--- config.mk ---
export PLATFORM = sky130hd
export DESIGN_NAME = kbd_fifo
export DESIGN_NICKNAME = d
export VERILOG_FILES = /design/src/rtl/kbd_fifo.sv
export VERILOG_INCLUDE_DIRS = /design/src /design/src/rtl
export SDC_FILE = /design/constraint.sdc
export NUM_CORES = 1
export LEC_CHECK = 0
export ABC_AREA = 1
export BUFFER_PORTS_ARGS = -buffer_cell sky130_fd_sc_hd__buf_2
export CAP_MARGIN = 25
export CELL_PAD_IN_SITES_DETAIL_PLACEMENT = 0
export CELL_PAD_IN_SITES_GLOBAL_PLACEMENT = 1
export CORE_UTILIZATION = 45
export DETAILED_ROUTE_END_ITERATION = 8
export GPL_ROUTABILITY_DRIVEN = 0
export PLACE_DENSITY_LB_ADDON = 0.05
export REMOVE_ABC_BUFFERS = 1
export SLEW_MARGIN = 20
export SYNTH_ARGS = -nofsm -noshare
export SYNTH_HDL_FRONTEND = slang
export SYNTH_SLANG_ARGS = --single-unit
--- constraint.sdc ---
create_clock -name clk -period 2.2 [get_ports clk]
set_input_delay 0.22 -clock clk [delete_from_list [all_inputs] [get_ports clk]]
set_output_delay 0.22 -clock clk [all_outputs]
set_load 0.01 [all_outputs]
--- src/rtl/soc_cfg.svh ---
`ifndef SOC_CFG_SVH
`define SOC_CFG_SVH

// bus and data widths
`define ADDR_WIDTH  32
`define XLEN        64

// device port widths
`define KB_WIDTH    8
`define SWT_WIDTH   8
`define SEG_WIDTH   32
`define LED_WIDTH   16

// data RAM window, 4 KiB of 64-bit words
`define RAM_BASE    32'h8000_0000
`define RAM_LEN     32'h0000_1000
`define RAM_DEPTH   512

// peripheral windows
`define RTC_ADDR    32'ha000_0048
`define KBD_ADDR    32'ha000_0060
`define SWT_ADDR    32'ha000_0070
`define SEG_ADDR    32'ha000_0080
`define LED_ADDR    32'ha000_0090
`define PERI_LEN    32'h0000_0008

// scan-code queue entries
`define KBD_DEPTH   8

// clk cycles per counter tick
`define RTC_DIV     4

`endif

--- src/rtl/kbd_fifo.sv ---
`timescale 1ns/1ps
`include "soc_cfg.svh"

module kbd_fifo (
    input  logic                 clk,
    input  logic                 rst_n,
    input  logic [`KB_WIDTH-1:0] kb_code,
    input  logic                 kb_valid,
    input  logic                 sig_rd_kb,
    output logic [`KB_WIDTH-1:0] kb_rdata,
    output logic                 kb_ready
);

    localparam int PTR_W = $clog2(`KBD_DEPTH);

    logic [`KB_WIDTH-1:0] entries [`KBD_DEPTH];
    logic [PTR_W-1:0]     wr_ptr;
    logic [PTR_W-1:0]     rd_ptr;
    logic [PTR_W:0]       count;
    logic                 full;
    logic                 push;
    logic                 pop;

    assign full = (count == (PTR_W + 1)'(`KBD_DEPTH));
    assign push = kb_valid && !full;
    // a read pulse on an empty queue does nothing
    assign pop  = sig_rd_kb && kb_ready;

    assign kb_ready = (count != '0);
    assign kb_rdata = entries[rd_ptr];

    always_ff @(posedge clk) begin
        if (push) begin
            entries[wr_ptr] <= kb_code;
        end
    end

    // pointers wrap naturally, depth is a power of two
    always_ff @(posedge clk) begin
        if (!rst_n) begin
            wr_ptr <= '0;
            rd_ptr <= '0;
            count  <= '0;
        end else begin
            if (push) begin
                wr_ptr <= wr_ptr + 1'b1;
            end
            if (pop) begin
                rd_ptr <= rd_ptr + 1'b1;
            end
            if (push && !pop) begin
                count <= count + 1'b1;
            end else if (pop && !push) begin
                count <= count - 1'b1;
            end
        end
    end

endmodule

==> metrics.md <==
| Metric | Value |
|---|---|
| Largest net degree at the start of global routing | 33 |
| Yosys warning count | 0 |
| Compound-cell area share of the yosys netlist | 9.073% |
| Setup-failing EPs final | 0 |
| Num ports | 21 |
| Finished Layout Cells | 421 |
| Post-DR vias/cell | 4.743 |
| Synth top area share | 60.07% |
| Design Area, Final | 3597 um2 |
| Synth area leaders | edfxtp_1 60%, dfxtp_1 8.1%, nor2_1 7.9% |
| Grt total ovfl | 0 |
| Pre-CTS setup slack | 177.2 ps |
| Cts hold-fix bufs | 0 |
| Post-Synth Simple-Gate Area | 14.12% |
| CTS tree | done |
| Total iterations of the first detailed-routing run | 4 |
| Worst vdd ir | 643.4 uV |
| Reg clk slew, reported paths | 70 ps |
| Number of diodes | 0 |
| P&R area growth vs syn | 12.44% |
| CTS Buf Count | 9 |
| Synth cell types | 19 |
| Clock Tree Root | clkbuf_8 |
| IO Port Bufs | 20 |
| Die Span Y | 86.32 um |
| Vias in the first global route | 1850 |
| Syn Inst Count | 287 |
| Static leakage | 1.378 nW |
| Setup tns final | 0 ps |
| First-pass GRT wire length | 9.149 mm |
| # rows | 30 |
| Worst rel slew slack | 64.36% |
| Hold_sp | kb_code[3] |
| Placed cell count | 405 |
| Main combinational cell family by area after synthesis | simple AND/OR/NAND/NOR gates |
| GRT Total Usage | 17.17% |
| Dpl hpwl | 3.525 mm |
| Area leader, netlist | edfxtp_1 |
| Seq cells post-synth | 77 |
| Outcome | complete, no violations |
| Vias post-DR | 1997 |
| Max-Cap Viols | 0 |
| WP data arrival | 2200 ps |
| Post-Synth XOR/XNOR Area | 1.095% |
| Crit start category | flip-flop |
| Antenna Nets Post-Route | 0 |
| Resized cells post-CTS | 0 |
| Final-report hold violation count | 0 |
| Post-synthesis sequential area ratio | 68.20% |
| Final Worst Setup Slack | 229.3 ps |
| Worst-Margin Slew | 533.8 ps |
| Clock sinks | 77 |
| Clk_lat worst skew | 340 ps |
| Post-placement cell area | 3408 um2 |
| HP Class | input port to flip-flop |
| R2r startpoint | count[1] |
| Initial antenna violation count | 0 |
| Initial DRC Count | 86 |
| Remaining DRCs | 0 |
| Die area | 7451 um2 |
| Mapped Area | 3199 um2 |
| Die width | 86.32 um |
| Worst EP required | 2430 ps |
| Nets@finish | 338 |
| Register-to-Register Path Depth | 13 |
| Reg2reg setup slack | 230 ps |
| Syn Area/Cell | 11.15 um2 |
| Final wirelength | 5.696 mm |
| Core area | 6832 um2 |
| Period utilization | 89.58% |
| Final Power | 3.979 mW |
| Worst hold path stage count | 1 |
| Worst r2r dst | count[3] |
| Clock buffer depth | 2 |
| Pwr dens | 1106 nW/um2 |
| Min Tclk post-route | 1971 ps |
| Setup CP Type | flip-flop to flip-flop |
| Max FO, Critical Path | 4 |
| Fmax | 507.4 MHz |
| Clock Skews | 10.82 ps |
| Layout cells sized above 1 | 16.31% |
| CTS HTree Levels | 3 |
| Initial Util | 46.83% |
| CP endpoint kind | flip-flop |
| Mux contribution to synthesized area | 0% |
| Hold-critical path endpoint | entries[4][3] |
| DR WL/cell | 13.53 um |
| Max Slew Vio Count | 0 |
| Setup bufs post-CTS | 0 |
| Synth Area in Adders | 2.581% |
-- stage by stage --
stage / util (%) / hold slack [ps]
floorplan: - / 318.9
global placement: 49.89 / 484.8
detailed placement: 49.89 / 487.4
CTS: 52.56 / 123.4
global route: 52.66 / 128.1
finish: 52.66 / 142.3
-- cell usage in the layout, fill, tap and decap left out, drive strengths merged --
cell type / instances
nor2: 67
clkinv: 2
a21oi: 6
nand2: 42
o21ai: 52
fa: 1
clkbuf: 12
nand3: 8
ha: 5
edfxtp: 64
xor2: 4
buf: 32
dfxtp: 13
bufinv: 1
inv: 16
-- synth_stat cells, drive strengths merged --
library cell,count
buf,9
fa,1
dfxtp,13
xor2,4
inv,15
o21ai,52
nand3,8
nor2,67
nand2,42
a21oi,6
clkbuf,1
ha,5
edfxtp,64
-- cells by family after synthesis --
family                   count (synthesis)
AO/OA/AOI/OAI                           58
adder cells (fa/ha/maj)                  6
buffers and inverters                   25
XOR/XNOR                                 4
AND/OR/NAND/NOR                        117
flip-flops                              77
-- worst max path at each step --
stage / cells after the start / from / to
floorplan: 13 / count[1] / count[3]
global placement: 13 / count[1] / count[3]
detailed placement: 13 / count[1] / count[3]
CTS: 13 / count[1] / count[3]
global route: 13 / count[1] / count[3]
finish: 13 / count[1] / count[3]
-- registers in the layout, summed over array words and instances (netlist names), named ones only --
| signal | flops |
|---|---|
| count | 4 |
| entries | 64 |
| wr_ptr | 3 |
| rd_ptr | 3 |
-- per-layer routing --
metal	vias up	routed length [um]	track usage, %
li1	1047	-	-
met1	912	2586	21.36
met2	29	2820	28.93
met3	9	200	3.143
met4	0	89	8.636
met5	-	0	0
-- report_power, final --
group	internal (mW)	switching (mW)	total, mW
registers	1.72	0.0794	1.80
clock network	0.524	0.461	0.985
logic	0.443	0.750	1.19
-- worst max-delay path, stage by stage, from the launching register on --
cell	delay, ps
dfxtp_1	350
nor2_1	150
nand3_1	140
nand2_2	120
inv_2	50
ha_1	200
inv_1	120
ha_1	300
a21oi_2	170
nand2_1	70
nand2_1	50
nand3_1	60
nand2_1	60
inv_1	30
-- cell type report --
class | instances | area, um2
tap | 96 | 120.1
inverter | 15 | 56.30
clock inverter | 4 | 47.55
timing repair buffer | 32 | 190.2
fill | 638 | 3234
clock buffer | 12 | 135.1
sequential | 77 | 2182
multi-input combinational | 185 | 865.8
Note: power is estimated with default switching activity, not from simulation.
