<file path="src/rtl/soc_cfg.svh">
`ifndef SOC_CFG_SVH
`define SOC_CFG_SVH

// bus and data widths
`define ADDR_WIDTH  32
`define XLEN        64

// device port widths
`define KB_WIDTH    8
`define SWT_WIDTH   8
`define SEG_WIDTH   32
`define LED_WIDTH   16

// data RAM window, 4 KiB of 64-bit words
`define RAM_BASE    32'h8000_0000
`define RAM_LEN     32'h0000_1000
`define RAM_DEPTH   512

// peripheral windows
`define RTC_ADDR    32'ha000_0048
`define KBD_ADDR    32'ha000_0060
`define SWT_ADDR    32'ha000_0070
`define SEG_ADDR    32'ha000_0080
`define LED_ADDR    32'ha000_0090
`define PERI_LEN    32'h0000_0008

// scan-code queue entries
`define KBD_DEPTH   8

// clk cycles per counter tick
`define RTC_DIV     4

`endif

</file>
<file path="src/rtl/mmio_pkg.sv">
`include "soc_cfg.svh"

package mmio_pkg;

    // one data word on the core-side port
    typedef logic [`XLEN-1:0] xlen_t;

    // load/store width, the U variants zero-extend on load
    typedef enum logic [2:0] {
        WDT_B  = 3'd0,
        WDT_H  = 3'd1,
        WDT_W  = 3'd2,
        WDT_D  = 3'd3,
        WDT_BU = 3'd4,
        WDT_HU = 3'd5,
        WDT_WU = 3'd6
    } wdt_op_e;

endpackage

</file>
<file path="src/rtl/rtc_counter.sv">
`timescale 1ns/1ps
`include "soc_cfg.svh"

module rtc_counter (
    input  logic            clk,
    input  logic            rst_n,
    output mmio_pkg::xlen_t clkdiv
);
    import mmio_pkg::*;

    localparam int PRE_W = (`RTC_DIV > 1) ? $clog2(`RTC_DIV) : 1;

    logic [PRE_W-1:0] prescale;
    logic             tick;
    xlen_t            ticks;

    assign tick   = (prescale == PRE_W'(`RTC_DIV - 1));
    assign clkdiv = ticks;

    always_ff @(posedge clk) begin
        if (!rst_n) begin
            prescale <= '0;
            ticks    <= '0;
        end else if (tick) begin
            prescale <= '0;
            ticks    <= ticks + 1'b1;
        end else begin
            prescale <= prescale + 1'b1;
        end
    end

endmodule

</file>
<file path="config.mk">
export PLATFORM = sky130hd
export DESIGN_NAME = rtc_counter
export DESIGN_NICKNAME = d
export VERILOG_FILES = /design/src/rtl/mmio_pkg.sv /design/src/rtl/rtc_counter.sv
export VERILOG_INCLUDE_DIRS = /design/src /design/src/rtl
export SDC_FILE = /design/constraint.sdc
export NUM_CORES = 1
export LEC_CHECK = 0
export ABC_AREA = 1
export BUFFER_PORTS_ARGS = -buffer_cell sky130_fd_sc_hd__buf_2
export CORE_MARGIN = 2
export CORE_UTILIZATION = 57
export DETAILED_ROUTE_END_ITERATION = 8
export PLACE_DENSITY_LB_ADDON = 0.12
export SYNTH_ARGS = -nofsm -noshare
export SYNTH_HDL_FRONTEND = slang
export SYNTH_SLANG_ARGS = --single-unit
export TNS_END_PERCENT = 50
</file>
<file path="constraint.sdc">
create_clock -name clk -period 1.85 [get_ports clk]
set_input_delay 0.2775 -clock clk [delete_from_list [all_inputs] [get_ports clk]]
set_output_delay 0.2775 -clock clk [all_outputs]
set_load 0.05 [all_outputs]
</file>
==> flow_metrics.py, run 1 <==
metrics = {
    "status": {
        "outcome": "finished, final reports clean",
    },
    "synthesis": {
        "synthCells": 638,
        "synthMuxAreaShare_pct": 0,
        "syn-num-nets": 642,
        "ys_types": 31,
        "synth_top_area_share_pct": 33.6,
        "yosysSeqAreaShare_pct": 33.6,
        "synth.area.top_cells": "dfxtp_1, nand2_1, nor2_1",
        "ys_ff_latch": 66,
        "synth-xor-area-share_pct": 2.45,
        "synth_compound_area_share_pct": 6.87,
        "syn_avg_cell_area_sq_um": 6.16,
        "yosys.area_share.simple_pct": 48.9,
        "syn_area_sq_mm": 0.00393,
        "synth_warnings": 0,
        "synth_adder_area_share_pct": 0.636,
        "synth_top_family_by_area": "simple AND/OR/NAND/NOR gates",
        "synth_top_cell_by_area": "dfxtp_1",
    },
    "global_routing": {
        "grt_max_degree": 47,
        "antenna_found_initial": 0,
        "grt_pass1_wl_microns": 18500,
        "grt_use_total_pct": 31.1,
        "grt_pass1_vias": 3932,
        "overflow": 0,
    },
    "worst_setup_path": {
        "endpoint_kind": "flip-flop",
        "crit_chain": "ha_1, nand3_1, inv_1, nand2_1, nor2_4, nand2_2, nor2_4, nand2_1, nor2_1, nor2_1",
        "regToRegSetupSlack_ns": 0.14,
        "cpPeakStageDelay_ns": 0.37,
        "criticalPathCategory": "flip-flop to flip-flop",
        "r2r-start": "clkdiv[0]",
        "crit_slowest_cell": "dfxtp_2",
        "cp_max_fo": 5,
        "startpoint_type": "flip-flop",
        "required_ns": 2.09,
        "reg2reg_to": "clkdiv[54]",
        "critPathArrivalTime_ns": 1.95,
        "ff2ff_path_depth": 10,
        "startpoint": "clkdiv[0]",
    },
    "power": {
        "peakVddDrop_v": 0.000402,
        "internal-power_mw": 2.05,
        "pwr-share-clk_pct": 43.2,
        "swShare_pct": 24.5,
        "cellLeakagePower_nw": 1.84,
        "power_density_mw_per_mm2": 586,
        "p_switching_mw": 0.666,
        "p_comb_share_pct": 3.9,
        "total_power_mw": 2.72,
        "pwr-share-seq_pct": 52.9,
    },
    "final_layout": {
        "final_nets": 722,
        "final_cells": 803,
        "antennaDiodeCount": 0,
        "drive_gt1_share_pct": 20.6,
        "areaGrowthSynthToFinish_pct": 18.1,
        "fillers": 648,
        "final_core_util_pct": 69.1,
        "final_area_sq_mm": 0.00464,
    },
    "min_path": {
        "hold-path-endpoint": "prescale[0]",
        "hp-class": "flip-flop to flip-flop",
        "holdCritStartpoint": "prescale[0]",
        "hold_depth": 1,
    },
    "placement": {
        "pre_cts_slack_ns": 0.0967,
        "place_area_sq_mm": 0.00443,
        "place_congestion": 0.959,
        "place_hpwl_microns": 8870,
        "port_buffers": 65,
        "placed_cells_incl_taps": 786,
    },
    "floorplanning": {
        "initial_core_util_pct": 58.5,
        "rows": 30,
        "die_h_microns": 87.1,
        "die_area_sq_mm": 0.00758,
        "coreArea_sq_mm": 0.00672,
        "fp.dieW_microns": 87.1,
        "ioPinCount": 66,
    },
    "timing": {
        "fmax_mhz": 585,
        "timing.setup.tns_ns": 0,
        "finClkSkew_ns": 0.0149,
        "holdWs_ns": 0.491,
        "tightestPinTransition_ns": 0.698,
        "worst_slack_ns": 0.140,
        "finalSetupViolations": 0,
        "finalCritPeriodShare_pct": 92.4,
        "hold_violations": 0,
        "slew_viol_final": 0,
        "post-route-min-period_ns": 1.71,
        "rsz0062_at_grt": "false",
        "slew_headroom_pct": 53.4,
    },
    "clocking": {
        "root_buffer": "clkbuf_8",
        "cts.sinks": 66,
        "clk_latency_ns": 0.34,
        "h-tree-depth": 3,
        "cts_buffers": 9,
        "cts_tree": "built",
        "cts_buffer_depth": 2,
        "clk_pin_slew_ns": 0.08,
    },
    "detailed_routing": {
        "drtPass1Iterations": 5,
        "drt_iter0_drc": 306,
        "antenna_left": 0,
        "via_per_inst": 5.51,
        "vias": 4424,
        "drc": 0,
        "wl_per_cell_microns": 14.3,
        "totalWireLength_microns": 11500,
    },
    "run": {
        "maxCapViolations": 0,
    },
}
layout make-up:
cell class	count	area [sq um]	area share [%]
Clock buffer	12	165	3.56
Timing Repair Buffer	80	450	9.70
Sequential cell	66	1320	28.5
Multi-Input combinational cell	496	2330	50.3
Clock inverter	4	25.0	0.539
Inverter	65	244	5.25
Tap cell	80	100	2.16
per-layer routing:
| metal | global-route usage [%] | part of all wire [%] | vias to the layer above |
|---|---|---|---|
| met5 | 0 | 0 | - |
| met4 | 9.23 | 2.0 | 0 |
| met3 | 4.55 | 9.5 | 22 |
| met2 | 49.2 | 44 | 208 |
| met1 | 43.9 | 44 | 2012 |
| li1 | - | - | 2182 |
worst max path at each step:
stage / end / slack [ns]
floorplan: clkdiv[48] / 0.09
global placement: clkdiv[56] / 0.17
detailed placement: clkdiv[62] / 0.1
CTS: clkdiv[62] / 0.08
global route: clkdiv[42] / 0.005
finish: clkdiv[54] / 0.14
sequential cells by signal (all words and copies together) (netlist names):
name	flops
prescale	2
clkdiv	64
cells in the final DEF (no fill, tap or decap), drive strengths merged:
cell	count
a211oi	1
clkbuf	12
nand2	176
nor3	11
nor3b	1
dfxtp	66
o21a	2
nand4	18
o21bai	2
clkinv	2
and2	2
inv	65
o21ai	18
nand3	44
a31oi	2
buf	80
xnor2	3
ha	2
xor2	8
and3	2
a21oi	26
clkinvlp	2
nor2	178
critical path, delay by kind of cell, from the launching register on:
kind          cells  cell delay (ns)
buf+inv           1             0.16
simple gates      8             0.86
flops             1             0.37
fa+ha+maj         1             0.22
cell usage after synthesis, drive strengths merged:
| library cell | number |
|---|---|
| ha | 2 |
| nor2 | 178 |
| xor2 | 8 |
| and3 | 2 |
| dfxtp | 66 |
| a211oi | 1 |
| o21a | 2 |
| nor3 | 11 |
| o21ai | 18 |
| inv | 65 |
| nor3b | 1 |
| clkbuf | 4 |
| nand4 | 18 |
| xnor2 | 3 |
| a31oi | 2 |
| buf | 7 |
| a21oi | 26 |
| nand2 | 176 |
| and2 | 2 |
| nand3 | 44 |
| o21bai | 2 |
logic make-up (layout without fill, tap and decap cells):
family,after synthesis,in the layout
AND/OR/NAND/NOR,432,432
buffers and inverters,76,161
flip-flops,66,66
AO/OA/AOI/OAI,51,51
XOR/XNOR,11,11
adder cells (fa/ha/maj),2,2
timing repair:
item | in CTS | in global routing
hold buffers | 0 | 0
resized for setup | 0 | 5
setup buffers | 0 | 1
setup endpoints to repair | 0 | 18
power groups by stage:
stage	Sequential, mW	Combinational (mW)	Clock (mW)
2_1_floorplan	1.48	0.0649	0
6_report	1.44	0.106	1.18
4_1_cts	1.44	0.102	1.18
5_1_grt	1.44	0.119	1.24
3_3_place_gp	1.47	0.100	0
3_5_place_dp	1.47	0.102	0
No activity file was read; power rests on OpenSTA's default activity.
==> inputs of run 2 (changes only) <==
--- a/config.mk
+++ b/config.mk
@@ -6,10 +6,10 @@
 export SDC_FILE = /design/constraint.sdc
 export NUM_CORES = 1
 export LEC_CHECK = 0
-export ABC_AREA = 1
+export ABC_CLOCK_PERIOD_IN_PS = 1850
 export BUFFER_PORTS_ARGS = -buffer_cell sky130_fd_sc_hd__buf_2
 export CORE_MARGIN = 2
-export CORE_UTILIZATION = 57
+export CORE_UTILIZATION = 54
 export DETAILED_ROUTE_END_ITERATION = 8
 export PLACE_DENSITY_LB_ADDON = 0.12
 export SYNTH_ARGS = -nofsm -noshare
==> flow_metrics.py, run 2 <==
metrics = {
    "min_path": {
        "hp-class": "input pin to flip-flop",
    },
    "timing": {
        "fmax_mhz": 518,
        "rsz0062_at_grt": "true",
        "finalSetupViolations": 11,
        "hold_violations": 0,
        "holdWs_ns": 0.308,
        "finalCritPeriodShare_pct": 104,
        "finClkSkew_ns": 0.0106,
        "slew_viol_final": 0,
        "worst_slack_ns": -0.0817,
        "tightestPinTransition_ns": 0.373,
        "post-route-min-period_ns": 1.93,
        "slew_headroom_pct": 75.1,
    },
    "global_routing": {
        "grt_max_degree": 34,
        "overflow": 0,
        "grt_pass1_wl_microns": 14500,
        "grt_pass1_vias": 3056,
        "grt_use_total_pct": 28.8,
        "antenna_found_initial": 0,
    },
    "detailed_routing": {
        "drc": 0,
        "drt_iter0_drc": 308,
        "totalWireLength_microns": 9610,
        "wl_met2_microns": 4770,
        "vias": 3394,
        "wl_per_cell_microns": 16.9,
        "antenna_left": 0,
        "top_layer": "met4",
        "via_per_inst": 5.96,
        "drtPass1Iterations": 5,
        "met1_length_microns": 4050,
        "dr_wl_met3_microns": 593,
    },
    "synthesis": {
        "yosysMostFrequentCell": "dfxtp_1",
        "synth_edf_count": 0,
        "ys_types": 36,
        "ys_ff_latch": 66,
        "synth_top_area_share_pct": 42.0,
        "synthCells": 363,
        "synth_top_cell_by_area": "dfxtp_1",
        "synth_warnings": 0,
        "synth.area.top_cells": "dfxtp_1, xor2_1, nand4_1",
        "synth_ff_type": "dfxtp_1",
        "synthTopCellsByCount": "dfxtp_1, nor2_1, nand4_1",
        "syn_avg_cell_area_sq_um": 8.66,
        "yosysSeqAreaShare_pct": 42.0,
        "syn_area_sq_mm": 0.00314,
        "async_reset_ff_share_pct": 0,
        "syn-num-nets": 367,
    },
    "clocking": {
        "cts_tree": "built",
        "h-tree-depth": 3,
        "root_buffer": "clkbuf_8",
        "clk_pin_slew_ns": 0.07,
        "cts.sinks": 66,
        "cts_buffer_depth": 2,
        "cts_buffers": 9,
        "clk_latency_ns": 0.34,
    },
    "final_layout": {
        "final_nets": 496,
        "layout_commonest_cell": "buf_2",
        "drive_gt1_share_pct": 47.3,
        "antennaDiodeCount": 0,
        "areaGrowthSynthToFinish_pct": 42.3,
        "final_cells": 569,
        "largest_reg_flops": 64,
        "final_core_util_pct": 80.3,
        "mostFrequentLayoutCells": "buf_2, buf_4, nor2_1",
    },
    "power": {
        "peakVddDrop_v": 0.000511,
        "cellLeakagePower_nw": 1.91,
        "total_power_mw": 2.61,
        "power_density_mw_per_mm2": 582,
    },
    "floorplanning": {
        "die_h_microns": 80.3,
        "rows": 27,
        "initial_core_util_pct": 56.4,
        "fp.dieW_microns": 80.3,
        "die_area_sq_mm": 0.00645,
        "coreArea_sq_mm": 0.00557,
        "ioPinCount": 66,
    },
    "placement": {
        "place_congestion": 0.889,
        "place_hpwl_microns": 6170,
        "port_buffers": 65,
        "pre_cts_slack_ns": -0.114,
        "placed_cells_incl_taps": 541,
    },
    "worst_setup_path": {
        "crit_slowest_cell": "dfxtp_4",
        "criticalPathCategory": "flip-flop to flip-flop",
        "required_ns": 2.07,
        "cpPeakStageDelay_ns": 0.36,
        "critPathArrivalTime_ns": 2.15,
        "cp.buffers_inverters": 1,
        "crit_chain": "ha_4, nand4_4, nor4_4, nand2_2, buf_4, o31ai_1, a21oi_2",
        "endpoint_kind": "flip-flop",
        "cp_top_family": "simple AND/OR/NAND/NOR gates",
        "cp_max_fo": 6,
        "startpoint_type": "flip-flop",
    },
    "status": {
        "violations": "negative setup slack",
        "outcome": "complete, but fails checks",
    },
    "run": {
        "maxCapViolations": 0,
    },
}
[run 2: per-stage QoR]
step / TNS, ns / area [sq um]
2_1_floorplan: -0.560 / 3340
3_3_place_gp: -0.0520 / 4100
3_5_place_dp: -0.180 / 4100
4_1_cts: -0.105 / 4310
5_1_grt: -1.89 / 4480
6_report: -0.337 / 4480
[run 2: power breakdown]
part / leakage (nW) / switching [mW] / internal (mW)
clock network: 0.0965 / 0.550 / 0.594
logic: 1.24 / 0.0506 / 0.0266
registers: 0.572 / 0.00728 / 1.38
[run 2: logic make-up (layout without fill, tap and decap cells)]
kind of cell	count (synthesis)	after routing	share of synthesized area (%)
buffers and inverters	17	151	2.31
muxes	3	3	0.955
adders and majority gates	2	2	0.796
AOI/OAI and AO/OA	47	47	8.12
xor gates and xnor gates	37	37	10.3
and+or+nand+nor	191	191	35.5
DFF	66	66	42.0
[run 2: per-layer routing]
| metal | vias up | GRT usage (%) |
|---|---|---|
| met2 | 153 | 47.8 |
| met5 | - | 0 |
| met1 | 1634 | 37.0 |
| met4 | 0 | 12.4 |
| met3 | 20 | 4.49 |
| li1 | 1587 | - |
[run 2: worst paths after layout]
path            endpoint  cells past startpoint   startpoint  slack [ns]
max reg2reg   clkdiv[50]                      7    clkdiv[0]       -0.08
min reg2reg  prescale[0]                      1  prescale[0]        0.46
min           clkdiv[23]                      2        rst_n        0.31
max           clkdiv[50]                      7    clkdiv[0]       -0.08
[run 2: timing repair]
action	in CTS	in global routing
setup buffers	2	10
gates resized for setup	4	21
gates cloned	0	0
pin swaps	5	14
endpoints found under the setup margin	15	22
hold buffers	0	0
[run 2: cell type report]
type	count	area [sq um]
multi-input combinational	280	1890
sequential	66	1480
fill	396	1100
timing repair buffer	129	813
clock buffer	14	173
tap	72	90.1
inverter	6	22.5
clock inverter	2	10.0
[run 2: worst register-to-register path, cell delays in order, from the launching register on]
cell     delay (ns)
dfxtp_4        0.36
ha_4           0.16
nand4_4        0.15
nor4_4         0.36
nand2_2        0.16
buf_4          0.18
o31ai_1        0.33
a21oi_2        0.10
